## src/hdl/core_pkg.sv

```systemverilog
`default_nettype none

package core_pkg;

	// data and address words share one width
	typedef logic [31:0] word_t;

	// bit 0 -> rs1 port, bit 1 -> rs2 port
	typedef logic [1:0] read_en_t;

	////////////////////////////////////////
	// control sequencing
	////////////////////////////////////////

	typedef enum logic [1:0] {
		ST_FETCH,
		ST_EXEC,
		ST_HALT
	} core_state_e;

endpackage

`default_nettype wire

```

## src/hdl/rv_isa_pkg.sv

```systemverilog
`default_nettype none

package rv_isa_pkg;

	////////////////////////////////////////
	// field types
	////////////////////////////////////////

	typedef logic [6:0]  opcode_t;
	typedef logic [2:0]  funct3_t;
	typedef logic [4:0]  reg_addr_t;
	typedef logic [31:0] inst_t;

	// major opcodes of the supported classes
	localparam opcode_t OP_R      = 7'b0110011;
	localparam opcode_t OP_I      = 7'b0010011;
	localparam opcode_t OP_LUI    = 7'b0110111;
	localparam opcode_t OP_AUIPC  = 7'b0010111;
	localparam opcode_t OP_JAL    = 7'b1101111;
	localparam opcode_t OP_JALR   = 7'b1100111;
	localparam opcode_t OP_BRANCH = 7'b1100011;
	localparam opcode_t OP_SYSTEM = 7'b1110011;

	// only SYSTEM word that is accepted
	localparam inst_t EBREAK_WORD = 32'h0010_0073;

	// alu minor ops, bit 30 picks sub / sra
	localparam funct3_t F3_ADD  = 3'b000;
	localparam funct3_t F3_SLL  = 3'b001;
	localparam funct3_t F3_SLT  = 3'b010;
	localparam funct3_t F3_SLTU = 3'b011;
	localparam funct3_t F3_XOR  = 3'b100;
	localparam funct3_t F3_SRL  = 3'b101;
	localparam funct3_t F3_OR   = 3'b110;
	localparam funct3_t F3_AND  = 3'b111;

	// branch compare kinds
	localparam funct3_t F3_BEQ  = 3'b000;
	localparam funct3_t F3_BNE  = 3'b001;
	localparam funct3_t F3_BLT  = 3'b100;
	localparam funct3_t F3_BGE  = 3'b101;
	localparam funct3_t F3_BLTU = 3'b110;
	localparam funct3_t F3_BGEU = 3'b111;

endpackage

`default_nettype wire

```

## src/hdl/decode_if.sv

```systemverilog
`default_nettype none

interface decode_if;
	import rv_isa_pkg::*;
	import core_pkg::*;

	opcode_t   opcode;
	reg_addr_t rd;
	reg_addr_t rs1;
	reg_addr_t rs2;
	funct3_t   funct3;
	// instruction bit 30
	logic      alt;
	word_t     imm;
	read_en_t  ren;

	modport dec (output opcode, rd, rs1, rs2, funct3, alt, imm, ren);
	modport exe (input opcode, rd, rs1, rs2, funct3, alt, imm);
	modport regs (input rs1, rs2, ren);

endinterface

`default_nettype wire

```

## src/hdl/core_ctrl_fsm.sv

```systemverilog
`default_nettype none

module core_ctrl_fsm (
	input  logic clk,
	input  logic arst_n,
	input  logic is_ebreak,
	input  logic is_illegal,
	output logic ir_load,
	output logic pc_step,
	output logic wr_strobe,
	output logic commit_valid,
	output logic halted,
	output logic illegal
);
	import core_pkg::*;

	core_state_e state;
	core_state_e state_nxt;
	logic        stop;

	assign stop = is_ebreak || is_illegal;

	always_ff @(posedge clk or negedge arst_n) begin
		if (!arst_n) begin
			state   <= ST_FETCH;
			illegal <= 1'b0;
		end else begin
			state <= state_nxt;
			// cause is kept until reset
			if (state == ST_EXEC && is_illegal) begin
				illegal <= 1'b1;
			end
		end
	end

	always_comb begin
		state_nxt    = state;
		ir_load      = 1'b0;
		pc_step      = 1'b0;
		wr_strobe    = 1'b0;
		commit_valid = 1'b0;
		case (state)
			ST_FETCH: begin
				ir_load   = 1'b1;
				state_nxt = ST_EXEC;
			end
			ST_EXEC: begin
				commit_valid = 1'b1;
				wr_strobe    = 1'b1;
				if (stop) begin
					state_nxt = ST_HALT;
				end else begin
					pc_step   = 1'b1;
					state_nxt = ST_FETCH;
				end
			end
			// stuck here until reset
			ST_HALT: state_nxt = ST_HALT;
			default: state_nxt = ST_FETCH;
		endcase
	end

	assign halted = (state == ST_HALT);

endmodule

`default_nettype wire

```

## src/hdl/exec_unit.sv

```systemverilog
`default_nettype none

module exec_unit (
	decode_if.exe           dif,
	input  core_pkg::word_t pc,
	input  core_pkg::word_t rs1_data,
	input  core_pkg::word_t rs2_data,
	output logic            wb_en,
	output core_pkg::word_t wb_data,
	output logic            take_jump,
	output core_pkg::word_t jump_target
);
	import rv_isa_pkg::*;
	import core_pkg::*;

	word_t      op_b;
	word_t      alu_out;
	word_t      jalr_sum;
	logic [4:0] shamt;
	logic       br_taken;

	// second operand, register for R-type else immediate
	assign op_b     = (dif.opcode == OP_R) ? rs2_data : dif.imm;
	assign shamt    = op_b[4:0];
	assign jalr_sum = rs1_data + dif.imm;

	////////////////////////////////////////
	// alu
	////////////////////////////////////////

	always_comb begin
		case (dif.funct3)
			F3_ADD:  alu_out = (dif.opcode == OP_R && dif.alt) ? rs1_data - op_b
			                                                  : rs1_data + op_b;
			F3_SLL:  alu_out = rs1_data << shamt;
			F3_SLT:  alu_out = {31'b0, $signed(rs1_data) < $signed(op_b)};
			F3_SLTU: alu_out = {31'b0, rs1_data < op_b};
			F3_XOR:  alu_out = rs1_data ^ op_b;
			F3_SRL:  alu_out = dif.alt ? word_t'($signed(rs1_data) >>> shamt)
			                           : rs1_data >> shamt;
			F3_OR:   alu_out = rs1_data | op_b;
			F3_AND:  alu_out = rs1_data & op_b;
			default: alu_out = '0;
		endcase
	end

	// branch compare always uses both registers
	always_comb begin
		case (dif.funct3)
			F3_BEQ:  br_taken = (rs1_data == rs2_data);
			F3_BNE:  br_taken = (rs1_data != rs2_data);
			F3_BLT:  br_taken = ($signed(rs1_data) < $signed(rs2_data));
			F3_BGE:  br_taken = ($signed(rs1_data) >= $signed(rs2_data));
			F3_BLTU: br_taken = (rs1_data < rs2_data);
			F3_BGEU: br_taken = (rs1_data >= rs2_data);
			default: br_taken = 1'b0;
		endcase
	end

	////////////////////////////////////////
	// writeback and next pc
	////////////////////////////////////////

	always_comb begin
		wb_en       = 1'b1;
		wb_data     = alu_out;
		take_jump   = 1'b0;
		jump_target = pc + dif.imm;
		case (dif.opcode)
			OP_R, OP_I: wb_data = alu_out;
			OP_LUI:     wb_data = dif.imm;
			OP_AUIPC:   wb_data = pc + dif.imm;
			OP_JAL: begin
				wb_data   = pc + 32'd4;
				take_jump = 1'b1;
			end
			OP_JALR: begin
				wb_data     = pc + 32'd4;
				take_jump   = 1'b1;
				jump_target = {jalr_sum[31:1], 1'b0};
			end
			OP_BRANCH: begin
				wb_en     = 1'b0;
				take_jump = br_taken;
			end
			// ebreak and unknown opcodes write nothing
			default: wb_en = 1'b0;
		endcase
	end

endmodule

`default_nettype wire

```

## src/hdl/inst_decoder.sv

```systemverilog
`default_nettype none

module inst_decoder (
	input  logic               clk,
	input  logic               arst_n,
	input  logic               ir_load,
	input  rv_isa_pkg::inst_t  imem_data,
	decode_if.dec              dif,
	output logic               is_ebreak,
	output logic               is_illegal
);
	import rv_isa_pkg::*;
	import core_pkg::*;

	inst_t   ir;
	opcode_t op;
	word_t   imm_i;
	word_t   imm_b;
	word_t   imm_u;
	word_t   imm_j;
	logic    op_known;

	// instruction register, loaded on the fetch edge
	always_ff @(posedge clk or negedge arst_n) begin
		if (!arst_n) begin
			ir <= '0;
		end else if (ir_load) begin
			ir <= imem_data;
		end
	end

	assign op         = ir[6:0];
	assign dif.opcode = op;
	assign dif.rd     = ir[11:7];
	assign dif.funct3 = ir[14:12];
	assign dif.rs1    = ir[19:15];
	assign dif.rs2    = ir[24:20];
	assign dif.alt    = ir[30];

	////////////////////////////////////////
	// immediates
	////////////////////////////////////////

	assign imm_i = {{20{ir[31]}}, ir[31:20]};
	assign imm_b = {{20{ir[31]}}, ir[7], ir[30:25], ir[11:8], 1'b0};
	assign imm_u = {ir[31:12], 12'b0};
	assign imm_j = {{12{ir[31]}}, ir[19:12], ir[20], ir[30:21], 1'b0};

	// imm select, read enables and opcode check
	always_comb begin
		dif.imm  = '0;
		dif.ren  = 2'b00;
		op_known = 1'b1;
		case (op)
			OP_R: dif.ren = 2'b11;
			OP_I: begin
				dif.imm = imm_i;
				dif.ren = 2'b01;
			end
			OP_JALR: begin
				dif.imm = imm_i;
				dif.ren = 2'b01;
			end
			OP_BRANCH: begin
				dif.imm = imm_b;
				dif.ren = 2'b11;
			end
			OP_LUI, OP_AUIPC: dif.imm = imm_u;
			OP_JAL: dif.imm = imm_j;
			// anything in SYSTEM but ebreak is rejected
			OP_SYSTEM: op_known = (ir == EBREAK_WORD);
			default: op_known = 1'b0;
		endcase
	end

	assign is_ebreak  = (ir == EBREAK_WORD);
	assign is_illegal = !op_known;

endmodule

`default_nettype wire

```

## src/hdl/mini_core_top.sv

```systemverilog
`default_nettype none

module mini_core_top #(
	parameter core_pkg::word_t RESET_PC = '0
) (
	input  logic                  clk,
	input  logic                  arst_n,
	input  rv_isa_pkg::inst_t     imem_data,
	output core_pkg::word_t       imem_addr,
	output logic                  commit_valid,
	output core_pkg::word_t       commit_pc,
	output rv_isa_pkg::reg_addr_t commit_rd,
	output logic                  commit_wen,
	output core_pkg::word_t       commit_data,
	output logic                  halted,
	output logic                  illegal
);
	import core_pkg::*;

	logic  ir_load;
	logic  pc_step;
	logic  wr_strobe;
	logic  is_ebreak;
	logic  is_illegal;
	logic  take_jump;
	logic  wb_en;
	word_t jump_target;
	word_t wb_data;
	word_t rs1_data;
	word_t rs2_data;
	word_t pc;

	decode_if dif ();

	core_ctrl_fsm ctrl_i (
		.clk          (clk),
		.arst_n       (arst_n),
		.is_ebreak    (is_ebreak),
		.is_illegal   (is_illegal),
		.ir_load      (ir_load),
		.pc_step      (pc_step),
		.wr_strobe    (wr_strobe),
		.commit_valid (commit_valid),
		.halted       (halted),
		.illegal      (illegal)
	);

	pc_counter #(
		.RESET_PC (RESET_PC)
	) pc_i (
		.clk         (clk),
		.arst_n      (arst_n),
		.pc_step     (pc_step),
		.take_jump   (take_jump),
		.jump_target (jump_target),
		.pc          (pc)
	);

	inst_decoder dec_i (
		.clk        (clk),
		.arst_n     (arst_n),
		.ir_load    (ir_load),
		.imem_data  (imem_data),
		.dif        (dif),
		.is_ebreak  (is_ebreak),
		.is_illegal (is_illegal)
	);

	reg_file rf_i (
		.clk       (clk),
		.arst_n    (arst_n),
		.wr_strobe (wr_strobe),
		.wb_en     (wb_en),
		.wb_rd     (dif.rd),
		.wb_data   (wb_data),
		.dif       (dif),
		.rs1_data  (rs1_data),
		.rs2_data  (rs2_data)
	);

	exec_unit exu_i (
		.dif         (dif),
		.pc          (pc),
		.rs1_data    (rs1_data),
		.rs2_data    (rs2_data),
		.wb_en       (wb_en),
		.wb_data     (wb_data),
		.take_jump   (take_jump),
		.jump_target (jump_target)
	);

	// fetch and commit ports
	assign imem_addr   = pc;
	assign commit_pc   = pc;
	assign commit_rd   = dif.rd;
	assign commit_wen  = wb_en;
	assign commit_data = wb_data;

endmodule

`default_nettype wire

```

## src/hdl/pc_counter.sv

```systemverilog
`default_nettype none

module pc_counter #(
	parameter core_pkg::word_t RESET_PC = '0
) (
	input  logic            clk,
	input  logic            arst_n,
	input  logic            pc_step,
	input  logic            take_jump,
	input  core_pkg::word_t jump_target,
	output core_pkg::word_t pc
);

	// step on the execute edge only
	always_ff @(posedge clk or negedge arst_n) begin
		if (!arst_n) begin
			pc <= RESET_PC;
		end else if (pc_step) begin
			if (take_jump) begin
				pc <= jump_target;
			end else begin
				pc <= pc + 32'd4;
			end
		end
	end

endmodule

`default_nettype wire

```

## src/hdl/reg_file.sv

```systemverilog
`default_nettype none

module reg_file (
	input  logic                 clk,
	input  logic                 arst_n,
	input  logic                 wr_strobe,
	input  logic                 wb_en,
	input  rv_isa_pkg::reg_addr_t wb_rd,
	input  core_pkg::word_t      wb_data,
	decode_if.regs               dif,
	output core_pkg::word_t      rs1_data,
	output core_pkg::word_t      rs2_data
);
	import core_pkg::*;

	// x0 has no storage
	word_t regs [1:31];

	always_ff @(posedge clk or negedge arst_n) begin
		if (!arst_n) begin
			for (int i = 1; i < 32; i++) begin
				regs[i] <= '0;
			end
		end else if (wr_strobe && wb_en && wb_rd != '0) begin
			regs[wb_rd] <= wb_data;
		end
	end

	// gated reads, x0 and disabled ports give zero
	assign rs1_data = (dif.ren[0] && dif.rs1 != '0) ? regs[dif.rs1] : '0;
	assign rs2_data = (dif.ren[1] && dif.rs2 != '0) ? regs[dif.rs2] : '0;

endmodule

`default_nettype wire

```

## config.mk

```make
export PLATFORM = sky130hd
export DESIGN_NAME = mini_core_top
export DESIGN_NICKNAME = d
export VERILOG_FILES = /design/src/hdl/core_pkg.sv /design/src/hdl/rv_isa_pkg.sv /design/src/hdl/decode_if.sv /design/src/hdl/core_ctrl_fsm.sv /design/src/hdl/exec_unit.sv /design/src/hdl/inst_decoder.sv /design/src/hdl/mini_core_top.sv /design/src/hdl/pc_counter.sv /design/src/hdl/reg_file.sv
export SDC_FILE = /design/constraint.sdc
export NUM_CORES = 2
export LEC_CHECK = 0
export ABC_AREA = 1
export BUFFER_PORTS_ARGS = -buffer_cell sky130_fd_sc_hd__buf_2
export CELL_PAD_IN_SITES_DETAIL_PLACEMENT = 1
export CELL_PAD_IN_SITES_GLOBAL_PLACEMENT = 2
export CORE_AREA = 2 2 408 512
export CTS_BUF_LIST = sky130_fd_sc_hd__clkbuf_8 sky130_fd_sc_hd__clkbuf_16
export DETAILED_ROUTE_END_ITERATION = 10
export DIE_AREA = 0 0 410 514
export PLACE_DENSITY = 0.91
export SYNTH_ARGS = -nofsm -noshare
export SYNTH_HDL_FRONTEND = slang
export SYNTH_SLANG_ARGS = --single-unit
```

## constraint.sdc

```tcl
create_clock -name clk -period 7.95 [get_ports clk]
set_input_delay 1.59 -clock clk [delete_from_list [all_inputs] [get_ports clk]]
set_output_delay 1.59 -clock clk [all_outputs]
set_load 0.03 [all_outputs]
```

==> reports/metrics.cfg <==
[run_status]
run_status=completed

[critical_path]
arr_time_crit_path_ps=6310
launch_instance_of_the_worst_register_to_register_path=dec_i.ir[15]
worstSetupEndpointType=output port
worst_path_required_ps=6360
worst-r2r-setup-slack_ps=1020
max_stage_delay_ps=530
cell_at_the_slowest_stage_of_the_critical_path=sky130_fd_sc_hd__dfrtp_4
worst-path-max-fanout=6
critical_path.most_common_cell=sky130_fd_sc_hd__buf_4
cp-start-kind=register
r2r_end=pc_i.pc[5]
timing.setup.critical_path_class=register to output port
reg2regPathDepth=30

[finish]
regArea_sq_um=26500
layout_overhead_on_the_synthesized_area_pct=16.8
stdcell_area_sq_um=86200
layout.cells.non_filler=14075
postLayoutCoreUtil=0.418
number_of_filler_instances_in_the_final_layout=26235
most-common-layout-cells=4220 x sky130_fd_sc_hd__nand2_1, 1361 x sky130_fd_sc_hd__nand3_1, 1049 x sky130_fd_sc_hd__dfrtp_1, 673 x sky130_fd_sc_hd__inv_1, 664 x sky130_fd_sc_hd__a21oi_1
nets=11468
final_common_cell=sky130_fd_sc_hd__nand2_1
multi_input_area_sq_um=42200
final_layout_size_suffix_gt1_frac=0.120

[min_path]
holdPathStages=2
worst_min_path_class=register to register
timing.hold.worst.start=rf_i.regs[168]
end_point_of_the_worst_hold_path=rf_i.regs[168]

[placement]
gpl.final_weighted_congestion=1.03
dp.final_hpwl_um=297000
detailedPlace.worstSlack_ps=-77.9
placed_cells_incl_taps=13798
port_buffers=138
dpl-instance-area_sq_um=80100

[cts]
cts_root_buf=sky130_fd_sc_hd__clkbuf_16
cts.reportedPaths.clkPinSlew_ps=60
cts.htree.levels=3
clock_insertion_delay_worst_skew_ps=830
cts_num_sinks=1059
cts_tree=yes
cts-buffers-inserted=118
clock_tree.buffer_depth=3

[global_route]
grt_pass1_vias=87909
total_routing_usage_reported_by_global_routing=0.398
grt_first_pass_wirelength_um=616000
grt_max_degree=174
gr-total-overflow=0
grt_antenna_before_repair=21

[timing]
fmaxAchievable_mhz=127
totalNegativeSetupSlack_ps=0
slew_viol_final=0
setup_repair_after_global_routing_missed_its_margin=yes
fin_crit_period_ps=7900
fin_skew_ps=49.1
slew-limit-headroom=0.0998
finalSetupViolCount=0
worstMarginPinSlew_ps=1350
min_period_over_period=0.994
hold_vio_cnt_final=0
fin_ws_ps=47.0

[pwr]
cellPowerDensity_nw_per_um2=367
irDropWorstVdd_v=0.000415
power.static_leakage_nw=42.8

[yosys]
netlist_instances=11148
ys_dominant_reg_cell=sky130_fd_sc_hd__dfrtp_1
synth_cell_types=65
yosys-top-cells-area=sky130_fd_sc_hd__dfrtp_1 36%, sky130_fd_sc_hd__nand2_1 22%, sky130_fd_sc_hd__nand3_1 9.4%
ys_ff_latch=1059
async_flop_share=1.00
syn-num-nets=11377
yosys_warning_total=0
synthDominantCellAreaShare=0.359
synth_edf_count=0
synth_top_area_cell=sky130_fd_sc_hd__dfrtp_1
mappedNetlistArea_sq_um=73800
avgSynthCellArea_sq_um=6.62
seq_area_frac_synth=0.359

[route]
wl_per_cell_um=30.8
vias=86836
drt_first_pass_iters=6
drt_iter0_drc=10247
drc=0
drt-vias-per-instance=6.17
wire_length_reported_by_the_detailed_router_um=433000
ant_nets=0

[floorplanning]
fp.dieH_um=514
design.die.area_sq_um=211000
dieWidth_um=410
core.rowCount=187
core_sq_um=206000
design.portCount=139
floorplan.initialDensity=0.358

[flow_run]
maxCapViolCount=0

## worst max path at each step
| stage | from | endpoint | slack (ps) | depth (start not counted) |
|---|---|---|---|---|
| global placement | dec_i.ir[20] | commit_data[25] | -130 | 35 |
| global route | dec_i.ir[21] | commit_data[25] | -40 | 28 |
| CTS | dec_i.ir[20] | commit_data[0] | -70 | 27 |
| detailed placement | dec_i.ir[20] | commit_data[25] | -80 | 35 |
| finish | dec_i.ir[21] | commit_data[27] | 50 | 31 |
| floorplan | dec_i.ir[20] | commit_data[30] | 1150 | 32 |
## metrics by stage
stage	hold slack (ps)	power, mW
after global routing	502	32.5
after global placement	462	23.6
after detailed placement	467	23.8
after CTS	483	30.0
after floorplan	449	15.3
final	479	31.7
## power by group
part	internal (mW)	leakage (nW)	switching, mW
logic	5.67	26.0	14.3
clock network	3.16	2.02	2.56
registers	5.63	14.7	0.362
total	14.5	42.8	17.2
## logic make-up after synthesis
kind of cell | share of synthesized area
flip-flops | 0.359
AO/OA/AOI/OAI | 0.161
AND/OR/NAND/NOR | 0.346
multiplexers | 0.00164
XOR/XNOR | 0.0101
buffers and inverters | 0.0897
adder cells (fa/ha/maj) | 0.0335
## layer usage
| layer | up-vias | wire, um | global-route usage |
|---|---|---|---|
| li1 | 37005 | - | - |
| met1 | 43195 | 157000 | 0.462 |
| met2 | 5038 | 192000 | 0.619 |
| met3 | 1586 | 39500 | 0.0875 |
| met4 | 12 | 44200 | 0.347 |
| met5 | - | 74 | 0 |
## area by class of cell
| class | count | share of cell area |
|---|---|---|
| multi-input combinational | 8512 | 0.489 |
| sequential | 1059 | 0.308 |
| timing repair buffer | 843 | 0.0862 |
| tap | 2740 | 0.0398 |
| clock buffer | 150 | 0.0396 |
| inverter | 702 | 0.0315 |
| clock inverter | 54 | 0.00523 |
| antenna | 12 | 0.000348 |
| timing repair inverter | 3 | 0.000334 |
## registers in the layout, indices dropped and copies added, names as in the netlist
signal          count
dec_i.ir           32
pc_i.pc            32
ctrl_i.state        2
ctrl_i.illegal      1
rf_i.regs         992
## Yosys cell counts, types with 70 or more instances
cell type	number
sky130_fd_sc_hd__dfrtp_1	1059
sky130_fd_sc_hd__buf_2	203
sky130_fd_sc_hd__o221ai_1	245
sky130_fd_sc_hd__buf_4	96
sky130_fd_sc_hd__buf_1	70
sky130_fd_sc_hd__clkbuf_1	494
sky130_fd_sc_hd__nor2_1	374
sky130_fd_sc_hd__ha_1	191
sky130_fd_sc_hd__a21oi_1	691
sky130_fd_sc_hd__inv_1	665
sky130_fd_sc_hd__o211ai_1	73
sky130_fd_sc_hd__o21ai_0	703
sky130_fd_sc_hd__nand3_1	1384
sky130_fd_sc_hd__nand2_1	4241
sky130_fd_sc_hd__a211oi_1	70
## worst max-delay path: cells and delay by family (launching register included)
kind | cells | cell delay [ps]
AO/OA/AOI/OAI | 10 | 1800
adder cells (fa/ha/maj) | 1 | 310
buffers and inverters | 15 | 2030
flip-flops | 1 | 530
AND/OR/NAND/NOR | 5 | 800
## timing repair
| action | in CTS | in global routing |
|---|---|---|
| buffers inserted | 7 | 45 |
| cloned | 6 | 5 |
| endpoints found under the setup margin | 23 | 25 |
| gates resized for setup | 130 | 237 |
| hold buffers | 0 | 0 |
| pin swaps | 9 | 69 |
Note: power is estimated with default switching activity, not from simulation.
